<file path="config.mk">
export PLATFORM = sky130hd
export DESIGN_NAME = rv_execute_flat
export DESIGN_NICKNAME = d
export VERILOG_FILES = /design/src/design/rv_core_pkg.sv /design/src/design/rv_exec_result_if.sv /design/src/design/rv_execute.sv /design/src/flat_wrapper.sv
export VERILOG_INCLUDE_DIRS = /design/src /design/src/design
export SDC_FILE = /design/constraint.sdc
export NUM_CORES = 1
export LEC_CHECK = 0
export CORE_ASPECT_RATIO = 1.5
export CORE_MARGIN = 2
export CORE_UTILIZATION = 40
export DETAILED_ROUTE_END_ITERATION = 10
export DONT_BUFFER_PORTS = 1
export GPL_ROUTABILITY_DRIVEN = 1
export GPL_TIMING_DRIVEN = 0
export PLACE_DENSITY_LB_ADDON = 0.3
export SLEW_MARGIN = 15
export SYNTH_ARGS = -nofsm -noshare
export SYNTH_HDL_FRONTEND = slang
export SYNTH_SLANG_ARGS = --single-unit
</file>
<file path="constraint.sdc">
create_clock -name vclk -period 14.9
set_input_delay 2.98 -clock vclk [all_inputs]
set_output_delay 2.98 -clock vclk [all_outputs]
set_load 0.01 [all_outputs]
</file>
<file path="src/design/rv_core_defines.svh">
`ifndef RV_CORE_DEFINES_SVH
`define RV_CORE_DEFINES_SVH

`define RV_XLEN         32
`define RV_IMEM_WORDS   256
`define RV_DMEM_WORDS   256

// sb here drives the uart strobe
`define RV_UART_TX_ADDR 32'h20020

`define RV_OP_LUI       7'b0110111
`define RV_OP_AUIPC     7'b0010111
`define RV_OP_JAL       7'b1101111
`define RV_OP_JALR      7'b1100111
`define RV_OP_BRANCH    7'b1100011
`define RV_OP_LOAD      7'b0000011
`define RV_OP_STORE     7'b0100011
`define RV_OP_IMM       7'b0010011
`define RV_OP_REG       7'b0110011

`endif

</file>
<file path="src/design/rv_core_pkg.sv">
package rv_core_pkg;

`include "rv_core_defines.svh"

    typedef logic [`RV_XLEN-1:0] rv_word_t;
    typedef logic [4:0]          rv_reg_t;

    // zero value is the bubble
    typedef enum logic [5:0] {
        OP_NONE = 6'd0,
        OP_LUI, OP_AUIPC,
        OP_JAL, OP_JALR,
        OP_BEQ, OP_BNE, OP_BLT, OP_BGE, OP_BLTU, OP_BGEU,
        OP_LW, OP_SB, OP_SW,
        OP_ADDI, OP_SLTI, OP_SLTIU, OP_XORI, OP_ORI, OP_ANDI,
        OP_SLLI, OP_SRLI, OP_SRAI,
        OP_ADD, OP_SUB, OP_SLL, OP_SLT, OP_SLTU,
        OP_XOR, OP_SRL, OP_SRA, OP_OR, OP_AND
    } rv_op_e;

    typedef struct packed {
        rv_op_e   op;
        rv_word_t pc;
        rv_word_t pc_plus;
        rv_reg_t  rd;
        rv_word_t a;        // rs1, forwarded
        rv_word_t b;        // rs2, forwarded
        rv_word_t imm;      // already picked by format
    } rv_de_ex_t;

endpackage

</file>
<file path="src/design/rv_exec_result_if.sv">
`timescale 1ns/1ps

interface rv_exec_result_if import rv_core_pkg::*; (
    input logic clk
);
    logic     wb_en;        // register write this cycle
    rv_reg_t  wb_rd;
    rv_word_t wb_data;      // alu result or load data
    logic     redirect;     // taken branch or jump
    rv_word_t target;

    modport src (input clk, output wb_en, wb_rd, wb_data, redirect, target);
    modport fetch_sink (input redirect, target);
    modport decode_sink (input wb_en, wb_rd, wb_data, redirect, target);

endinterface

</file>
<file path="src/design/rv_execute.sv">
`timescale 1ns/1ps
`include "rv_core_defines.svh"

module rv_execute import rv_core_pkg::*; (
    input  rv_de_ex_t           i_de_ex,
    rv_exec_result_if.src       ex,
    output logic [`RV_XLEN-3:0] o_dmem_addr,
    output logic [3:0]          o_dmem_be,
    output rv_word_t            o_dmem_wdata,
    input  rv_word_t            i_dmem_rdata,
    output logic                o_uart_en,
    output logic [7:0]          o_uart_data
);
    rv_op_e   op;
    rv_word_t a;
    rv_word_t b;
    rv_word_t imm;
    rv_word_t rhs;
    rv_word_t sum_ai;
    rv_word_t alu_out;
    logic     use_imm;
    logic     eq;
    logic     lt;
    logic     ltu;
    logic     take;
    logic     write_back;
    logic     is_load;

    assign op  = i_de_ex.op;
    assign a   = i_de_ex.a;
    assign b   = i_de_ex.b;
    assign imm = i_de_ex.imm;

    assign use_imm = op inside {OP_ADDI, OP_SLTI, OP_SLTIU, OP_XORI, OP_ORI,
                                OP_ANDI, OP_SLLI, OP_SRLI, OP_SRAI};
    assign rhs    = use_imm ? imm : b;
    assign sum_ai = a + imm;    // lw/sb/sw address and jalr target

    assign eq  = (a == rhs);
    assign lt  = ($signed(a) < $signed(rhs));
    assign ltu = (a < rhs);

    always_comb begin
        case (op)
            OP_ADD, OP_ADDI:   alu_out = a + rhs;
            OP_SUB:            alu_out = a - rhs;
            OP_AND, OP_ANDI:   alu_out = a & rhs;
            OP_OR, OP_ORI:     alu_out = a | rhs;
            OP_XOR, OP_XORI:   alu_out = a ^ rhs;
            OP_SLL, OP_SLLI:   alu_out = a << rhs[4:0];
            OP_SRL, OP_SRLI:   alu_out = a >> rhs[4:0];
            OP_SRA, OP_SRAI:   alu_out = $signed(a) >>> rhs[4:0];
            OP_SLT, OP_SLTI:   alu_out = {{(`RV_XLEN-1){1'b0}}, lt};
            OP_SLTU, OP_SLTIU: alu_out = {{(`RV_XLEN-1){1'b0}}, ltu};
            OP_LUI:            alu_out = imm;
            OP_AUIPC:          alu_out = i_de_ex.pc + imm;
            OP_JAL, OP_JALR:   alu_out = i_de_ex.pc_plus;   // link
            default:           alu_out = '0;
        endcase
    end

    always_comb begin
        case (op)
            OP_BEQ:          take = eq;
            OP_BNE:          take = !eq;
            OP_BLT:          take = lt;
            OP_BGE:          take = !lt;
            OP_BLTU:         take = ltu;
            OP_BGEU:         take = !ltu;
            OP_JAL, OP_JALR: take = 1'b1;
            default:         take = 1'b0;
        endcase
    end

    assign is_load    = (op == OP_LW);
    assign write_back = !(op inside {OP_NONE, OP_BEQ, OP_BNE, OP_BLT, OP_BGE,
                                     OP_BLTU, OP_BGEU, OP_SB, OP_SW});

    assign ex.wb_en    = write_back;
    assign ex.wb_rd    = i_de_ex.rd;
    assign ex.wb_data  = is_load ? i_dmem_rdata : alu_out;
    assign ex.redirect = take;
    assign ex.target   = (op == OP_JALR) ? {sum_ai[`RV_XLEN-1:1], 1'b0}
                                         : i_de_ex.pc + imm;

    assign o_dmem_addr = sum_ai[`RV_XLEN-1:2];

    always_comb begin
        case (op)
            OP_SW:   o_dmem_be = 4'b1111;
            OP_SB:   o_dmem_be = 4'b0001 << sum_ai[1:0];
            default: o_dmem_be = 4'b0000;
        endcase
    end

    // byte copied to every lane, be picks the one
    assign o_dmem_wdata = (op == OP_SB) ? {4{b[7:0]}} : b;

    assign o_uart_en   = (op == OP_SB) && (sum_ai == `RV_UART_TX_ADDR);
    assign o_uart_data = o_uart_en ? b[7:0] : 8'h00;

    a_no_store_on_redirect : assert property (@(posedge ex.clk)
        ex.redirect |-> (o_dmem_be == 4'b0000))
        else $error("store issued together with a redirect");

endmodule

</file>
<file path="src/flat_wrapper.sv">
// flat-port wrapper written by rule: the top's interface ports become plain ports
module rv_execute_flat import rv_core_pkg::*;
  (i_de_ex, o_dmem_addr, o_dmem_be, o_dmem_wdata, i_dmem_rdata, o_uart_en, o_uart_data, clk, ex_wb_en, ex_wb_rd, ex_wb_data, ex_redirect, ex_target);
  rv_exec_result_if ex_i (.clk(clk));
  input  rv_de_ex_t i_de_ex;
  output logic [`RV_XLEN-3:0] o_dmem_addr;
  output logic [3:0] o_dmem_be;
  output rv_word_t o_dmem_wdata;
  input  rv_word_t i_dmem_rdata;
  output logic o_uart_en;
  output logic [7:0] o_uart_data;
  input wire logic clk;
  output wire logic [$bits(ex_i.wb_en)-1:0] ex_wb_en;
  output wire logic [$bits(ex_i.wb_rd)-1:0] ex_wb_rd;
  output wire logic [$bits(ex_i.wb_data)-1:0] ex_wb_data;
  output wire logic [$bits(ex_i.redirect)-1:0] ex_redirect;
  output wire logic [$bits(ex_i.target)-1:0] ex_target;
  assign ex_wb_en = ex_i.wb_en;
  assign ex_wb_rd = ex_i.wb_rd;
  assign ex_wb_data = ex_i.wb_data;
  assign ex_redirect = ex_i.redirect;
  assign ex_target = ex_i.target;
  rv_execute u_core (.i_de_ex(i_de_ex), .ex(ex_i), .o_dmem_addr(o_dmem_addr), .o_dmem_be(o_dmem_be), .o_dmem_wdata(o_dmem_wdata), .i_dmem_rdata(i_dmem_rdata), .o_uart_en(o_uart_en), .o_uart_data(o_uart_data));
endmodule
</file>
==> flow_metrics.py, run 1 <==
metrics = {
    "grt": {
        "grt_pass1_vias": 22400,
        "grt_overflow_total": 2,
        "grt_max_degree": 12,
        "track_usage_pct": 60.1,
        "grt_pass1_wl_mm": 171,
    },
    "floorplan": {
        "die_x_um": 164,
        "row_count": 88,
        "initial_core_util_pct": 40.3,
        "ioPinCount": 350,
        "dieHeight_um": 245,
    },
    "placed_design": {
        "io_buffers": 0,
        "finalWeightedCongestion": 1.15,
        "placed_area_mm2": 0.0161,
        "hpwl_mm": 97.4,
    },
    "synthesis": {
        "synth_area_mm2": 0.0154,
        "synth_nets": 2749,
        "syn_avg_cell_area_um2": 6.50,
        "synth_sequential_area_ratio_pct": 0,
        "syn-instance-count": 2376,
        "synth_warnings": 0,
        "ys_types": 102,
    },
    "outcome": {
        "status": "aborted with a tool error",
        "firstError": "[ERROR GRT-0116] Global routing finished with congestion. Check the congestion regions in the DRC Viewer.",
        "stop_stage": "global routing",
    },
    "clock_network": {
        "post_cts_buffers": 0,
        "hold_buffers": 0,
        "cts_resized": 0,
    },
}
[cells by family after synthesis]
family | count (synthesis) | share of synthesized area, %
adder cells (fa/ha/maj) | 169 | 13.8
AO/OA/AOI/OAI | 868 | 38.9
multiplexers | 142 | 10.2
buffers and inverters | 312 | 8.74
AND/OR/NAND/NOR | 823 | 24.9
XOR/XNOR | 62 | 3.52
[Yosys cell counts, types with 12 or more instances]
library cell | number | share of area, %
nand2b_1 | 21 | 0.85
mux2_2 | 18 | 1.3
buf_4 | 25 | 1.2
nor2_1 | 161 | 3.9
clkbuf_1 | 110 | 2.7
o221ai_1 | 13 | 0.74
o211ai_1 | 50 | 2.4
a221o_1 | 12 | 0.78
xnor2_1 | 41 | 2.3
nor2b_1 | 20 | 0.81
o2111ai_1 | 14 | 0.79
mux2i_1 | 113 | 7.3
o21a_1 | 29 | 1.4
buf_2 | 28 | 0.91
and3_1 | 15 | 0.61
or3_1 | 15 | 0.61
a21o_1 | 58 | 2.8
a221oi_1 | 30 | 1.7
ha_1 | 166 | 13
o21ai_0 | 147 | 4.8
nor4_1 | 31 | 1.3
a31oi_1 | 28 | 1.1
a211oi_1 | 68 | 3.3
nor3_1 | 65 | 2.1
nand3_1 | 67 | 2.2
or2_2 | 12 | 0.49
nand2_1 | 338 | 8.2
a22oi_1 | 38 | 1.8
a222oi_1 | 12 | 0.78
a21oi_1 | 195 | 6.3
xor2_1 | 21 | 1.2
and2_1 | 13 | 0.53
o22ai_1 | 12 | 0.49
nand4_1 | 22 | 0.89
o31ai_1 | 18 | 0.88
o21bai_1 | 31 | 1.5
inv_1 | 128 | 3.1
[metrics by stage]
stage	setup WS, ns	cells	util [%]
4_1_cts	2.07	2873	42.0
3_3_place_gp	2.06	2871	41.9
2_1_floorplan	4.48	2376	-
3_5_place_dp	2.10	2873	42.0
[metal layers]
| metal | track usage [%] | GRT overflow |
|---|---|---|
| met1 | 60.9 | 0 |
| met5 | 1.01 | 0 |
| met4 | 66.0 | 2 |
| met3 | 27.3 | 0 |
| met2 | 85.9 | 0 |
==> run 2: changes to the inputs <==
Settings changed: CORE_ASPECT_RATIO 1.5 to not set, CORE_UTILIZATION 40 to 25, PLACE_DENSITY_LB_ADDON 0.3 to 0.15.
==> run 2 against run 1 <==
  * The flow now finishes without violations
  * Synthesized cell count did not move
  * Synthesized area did not move
==> flow_metrics.py, run 2 <==
metrics = {
    "outcome": {
        "status": "completed",
    },
    "cells_and_area": {
        "area_growth_pct": 6.68,
        "nNetsFinal": 2753,
        "fill_cells": 6985,
        "drive_above_1_share_pct": 5.89,
        "mostFrequentLayoutCells": "338 x nand2_1, 195 x a21oi_1, 166 x ha_1",
        "multi_input_area_mm2": 0.0141,
        "design.seq.count": 0,
        "final_common_cell": "nand2_1",
        "seq_area_um2": 0,
        "nClkBuffers": 0,
    },
    "synthesis": {
        "yosys.area.top_type_share_pct": 13.5,
        "synth_warnings": 0,
        "synthTopCellsByArea": "ha_1 13%, nand2_1 8.2%, mux2i_1 7.3%",
        "synth_area_mm2": 0.0154,
        "syn-instance-count": 2376,
        "synth_nets": 2749,
        "synth_sequential_area_ratio_pct": 0,
        "synth_area_leader_cell": "ha_1",
        "syn_avg_cell_area_um2": 6.50,
        "ys_types": 102,
        "synth_most_common_cell": "nand2_1",
        "synthTopCellsByCount": "338 x nand2_1, 195 x a21oi_1, 166 x ha_1",
    },
    "clock_network": {
        "cts_resized": 0,
        "post_cts_buffers": 0,
        "hold_buffers": 0,
    },
    "floorplan": {
        "dieHeight_um": 253,
        "ioPinCount": 350,
        "die_x_um": 253,
        "initial_core_util_pct": 25.2,
        "core_area_mm2": 0.0614,
        "dieArea_mm2": 0.0638,
        "row_count": 91,
    },
    "timing": {
        "period_share_pct": 87.4,
        "relSlewSlack_pct": 9.05,
        "fin_hold_ws_ns": 6.05,
        "fmax_mhz": 76.8,
        "worst_pin_slew_ns": 1.35,
        "rsz0062_at_grt": "no",
        "drv_slew": 0,
        "hold_viol_final": 0,
        "min_period_ns": 13.02,
        "fin_ws_ns": 1.88,
        "report.final.setup_viol": 0,
        "fin_setup_tns_ns": 0,
    },
    "detailed_routing": {
        "postRouteAntennaNets": 0,
        "drc_errors": 0,
        "vias_per_cell": 6.62,
        "first_pass_iters": 6,
        "vias": 21000,
        "routed-wl-met2_mm": 56.5,
        "route.detailed.wl_per_inst_um": 39.3,
        "drtIter0Drc": 2502,
        "wirelength_met1_mm": 49.7,
        "wl_mm": 125,
        "wl_met3_mm": 11.0,
        "top_layer_used": "met5",
    },
    "grt": {
        "grt_pass1_wl_mm": 167,
        "antenna_found_initial": 11,
        "track_usage_pct": 37.3,
        "grt_overflow_total": 0,
        "grt_pass1_vias": 19900,
        "grt_max_degree": 12,
    },
    "worst_setup_path": {
        "cp-start-kind": "primary input",
        "cpMaxStageDelayCell": "clkbuf_1",
        "cp-end-kind": "output port",
        "required_ns": 11.92,
        "crit_type": "in -> out",
        "worstPathCellList": "buf_2 -> nor4bb_1 -> clkbuf_4 -> a22o_4 -> buf_6 -> a21oi_2 -> inv_1 -> clkbuf_1 -> buf_1 -> clkbuf_1 -> ha_1 -> inv_1 -> o31ai_1 -> a41o_1 -> nor2_1 -> o21ai_0 -> a31oi_1 -> o221a_2 -> o211ai_1",
        "arrival_ns": 10.04,
        "crit_family": "compound AO/OA/AOI/OAI gates",
        "cp_max_fo": 11,
        "critPathMaxStageDelay_ns": 0.79,
        "path_buf_inv": 8,
    },
    "placed_design": {
        "finalWeightedCongestion": 1.04,
        "io_buffers": 0,
        "hpwl_mm": 106,
        "place_ws_ns": 2.13,
    },
    "power_and_ir_drop": {
        "switchingPower_uw": 627,
        "p_int_uw": 255,
        "power_leakage_nw": 6.91,
        "power_frac_clock_pct": 0,
        "combPwrFrac_pct": 100.0,
        "cellPowerDensity_mw_per_mm2": 53.5,
        "p_sw_share_pct": 71.1,
        "vdd_drop_max_mv": 0.0213,
        "p_seq_share_pct": 0,
    },
    "hold_path": {
        "min_path_type": "in -> out",
    },
    "flow_run": {
        "drv_cap": 0,
    },
}
run 2: cell counts after synthesis:
Identical to the previous run, type by type.
run 2: path summary, 6_finish.rpt:
| path | from | to | slack [ns] | cells past startpoint |
|---|---|---|---|---|
| worst max-delay path | i_de_ex[170] | ex_wb_data[21] | 1.88 | 19 |
| worst min-delay path | i_de_ex[100] | ex_wb_rd[4] | 6.05 | 1 |
run 2: routing by layer:
metal	GRT usage, %	up-vias
met1	47.3	10300
li1	-	8940
met2	61.9	1445
met4	17.5	12
met3	5.66	268
met5	0	-
run 2: power groups by stage:
| stage | logic [mW] | registers, mW | clock network, mW |
|---|---|---|---|
| final | 0.882 | 0 | 0.0000000270 |
| after global routing | 0.917 | 0 | 0.00000000898 |
| after CTS | 0.851 | 0 | 0 |
| after detailed placement | 0.847 | 0 | 0 |
| after global placement | 0.852 | 0 | 0 |
| after floorplan | 0.547 | 0 | 0 |
run 2: logic make-up after synthesis:
| kind of cell | share of synthesized area [%] |
|---|---|
| xor gates and xnor gates | 3.52 |
| buffers and inverters | 8.74 |
| AOI/OAI and AO/OA | 38.9 |
| adders and majority gates | 13.8 |
| muxes | 10.2 |
| and+or+nand+nor | 24.9 |
run 2: final cells by class:
| class | instances | area share [%] |
|---|---|---|
| multi-input combinational | 2064 | 85.6 |
| tap | 790 | 6.00 |
| inverter | 132 | 3.01 |
| antenna | 3 | 0.0456 |
| buffer | 180 | 5.18 |
| timing repair buffer | 2 | 0.114 |
run 2: metrics by stage:
stage                     area [µm²]  std cells  utilization, %  power [mW]
final                          16500       3171            26.8       0.882
after global routing           16500       3169            26.8       0.917
after floorplan                15400       2376               -       0.547
after global placement         16400       3166            26.8       0.852
after CTS                      16500       3168            26.8       0.851
after detailed placement       16500       3168            26.8       0.847
Note: power is estimated with default switching activity, not from simulation.
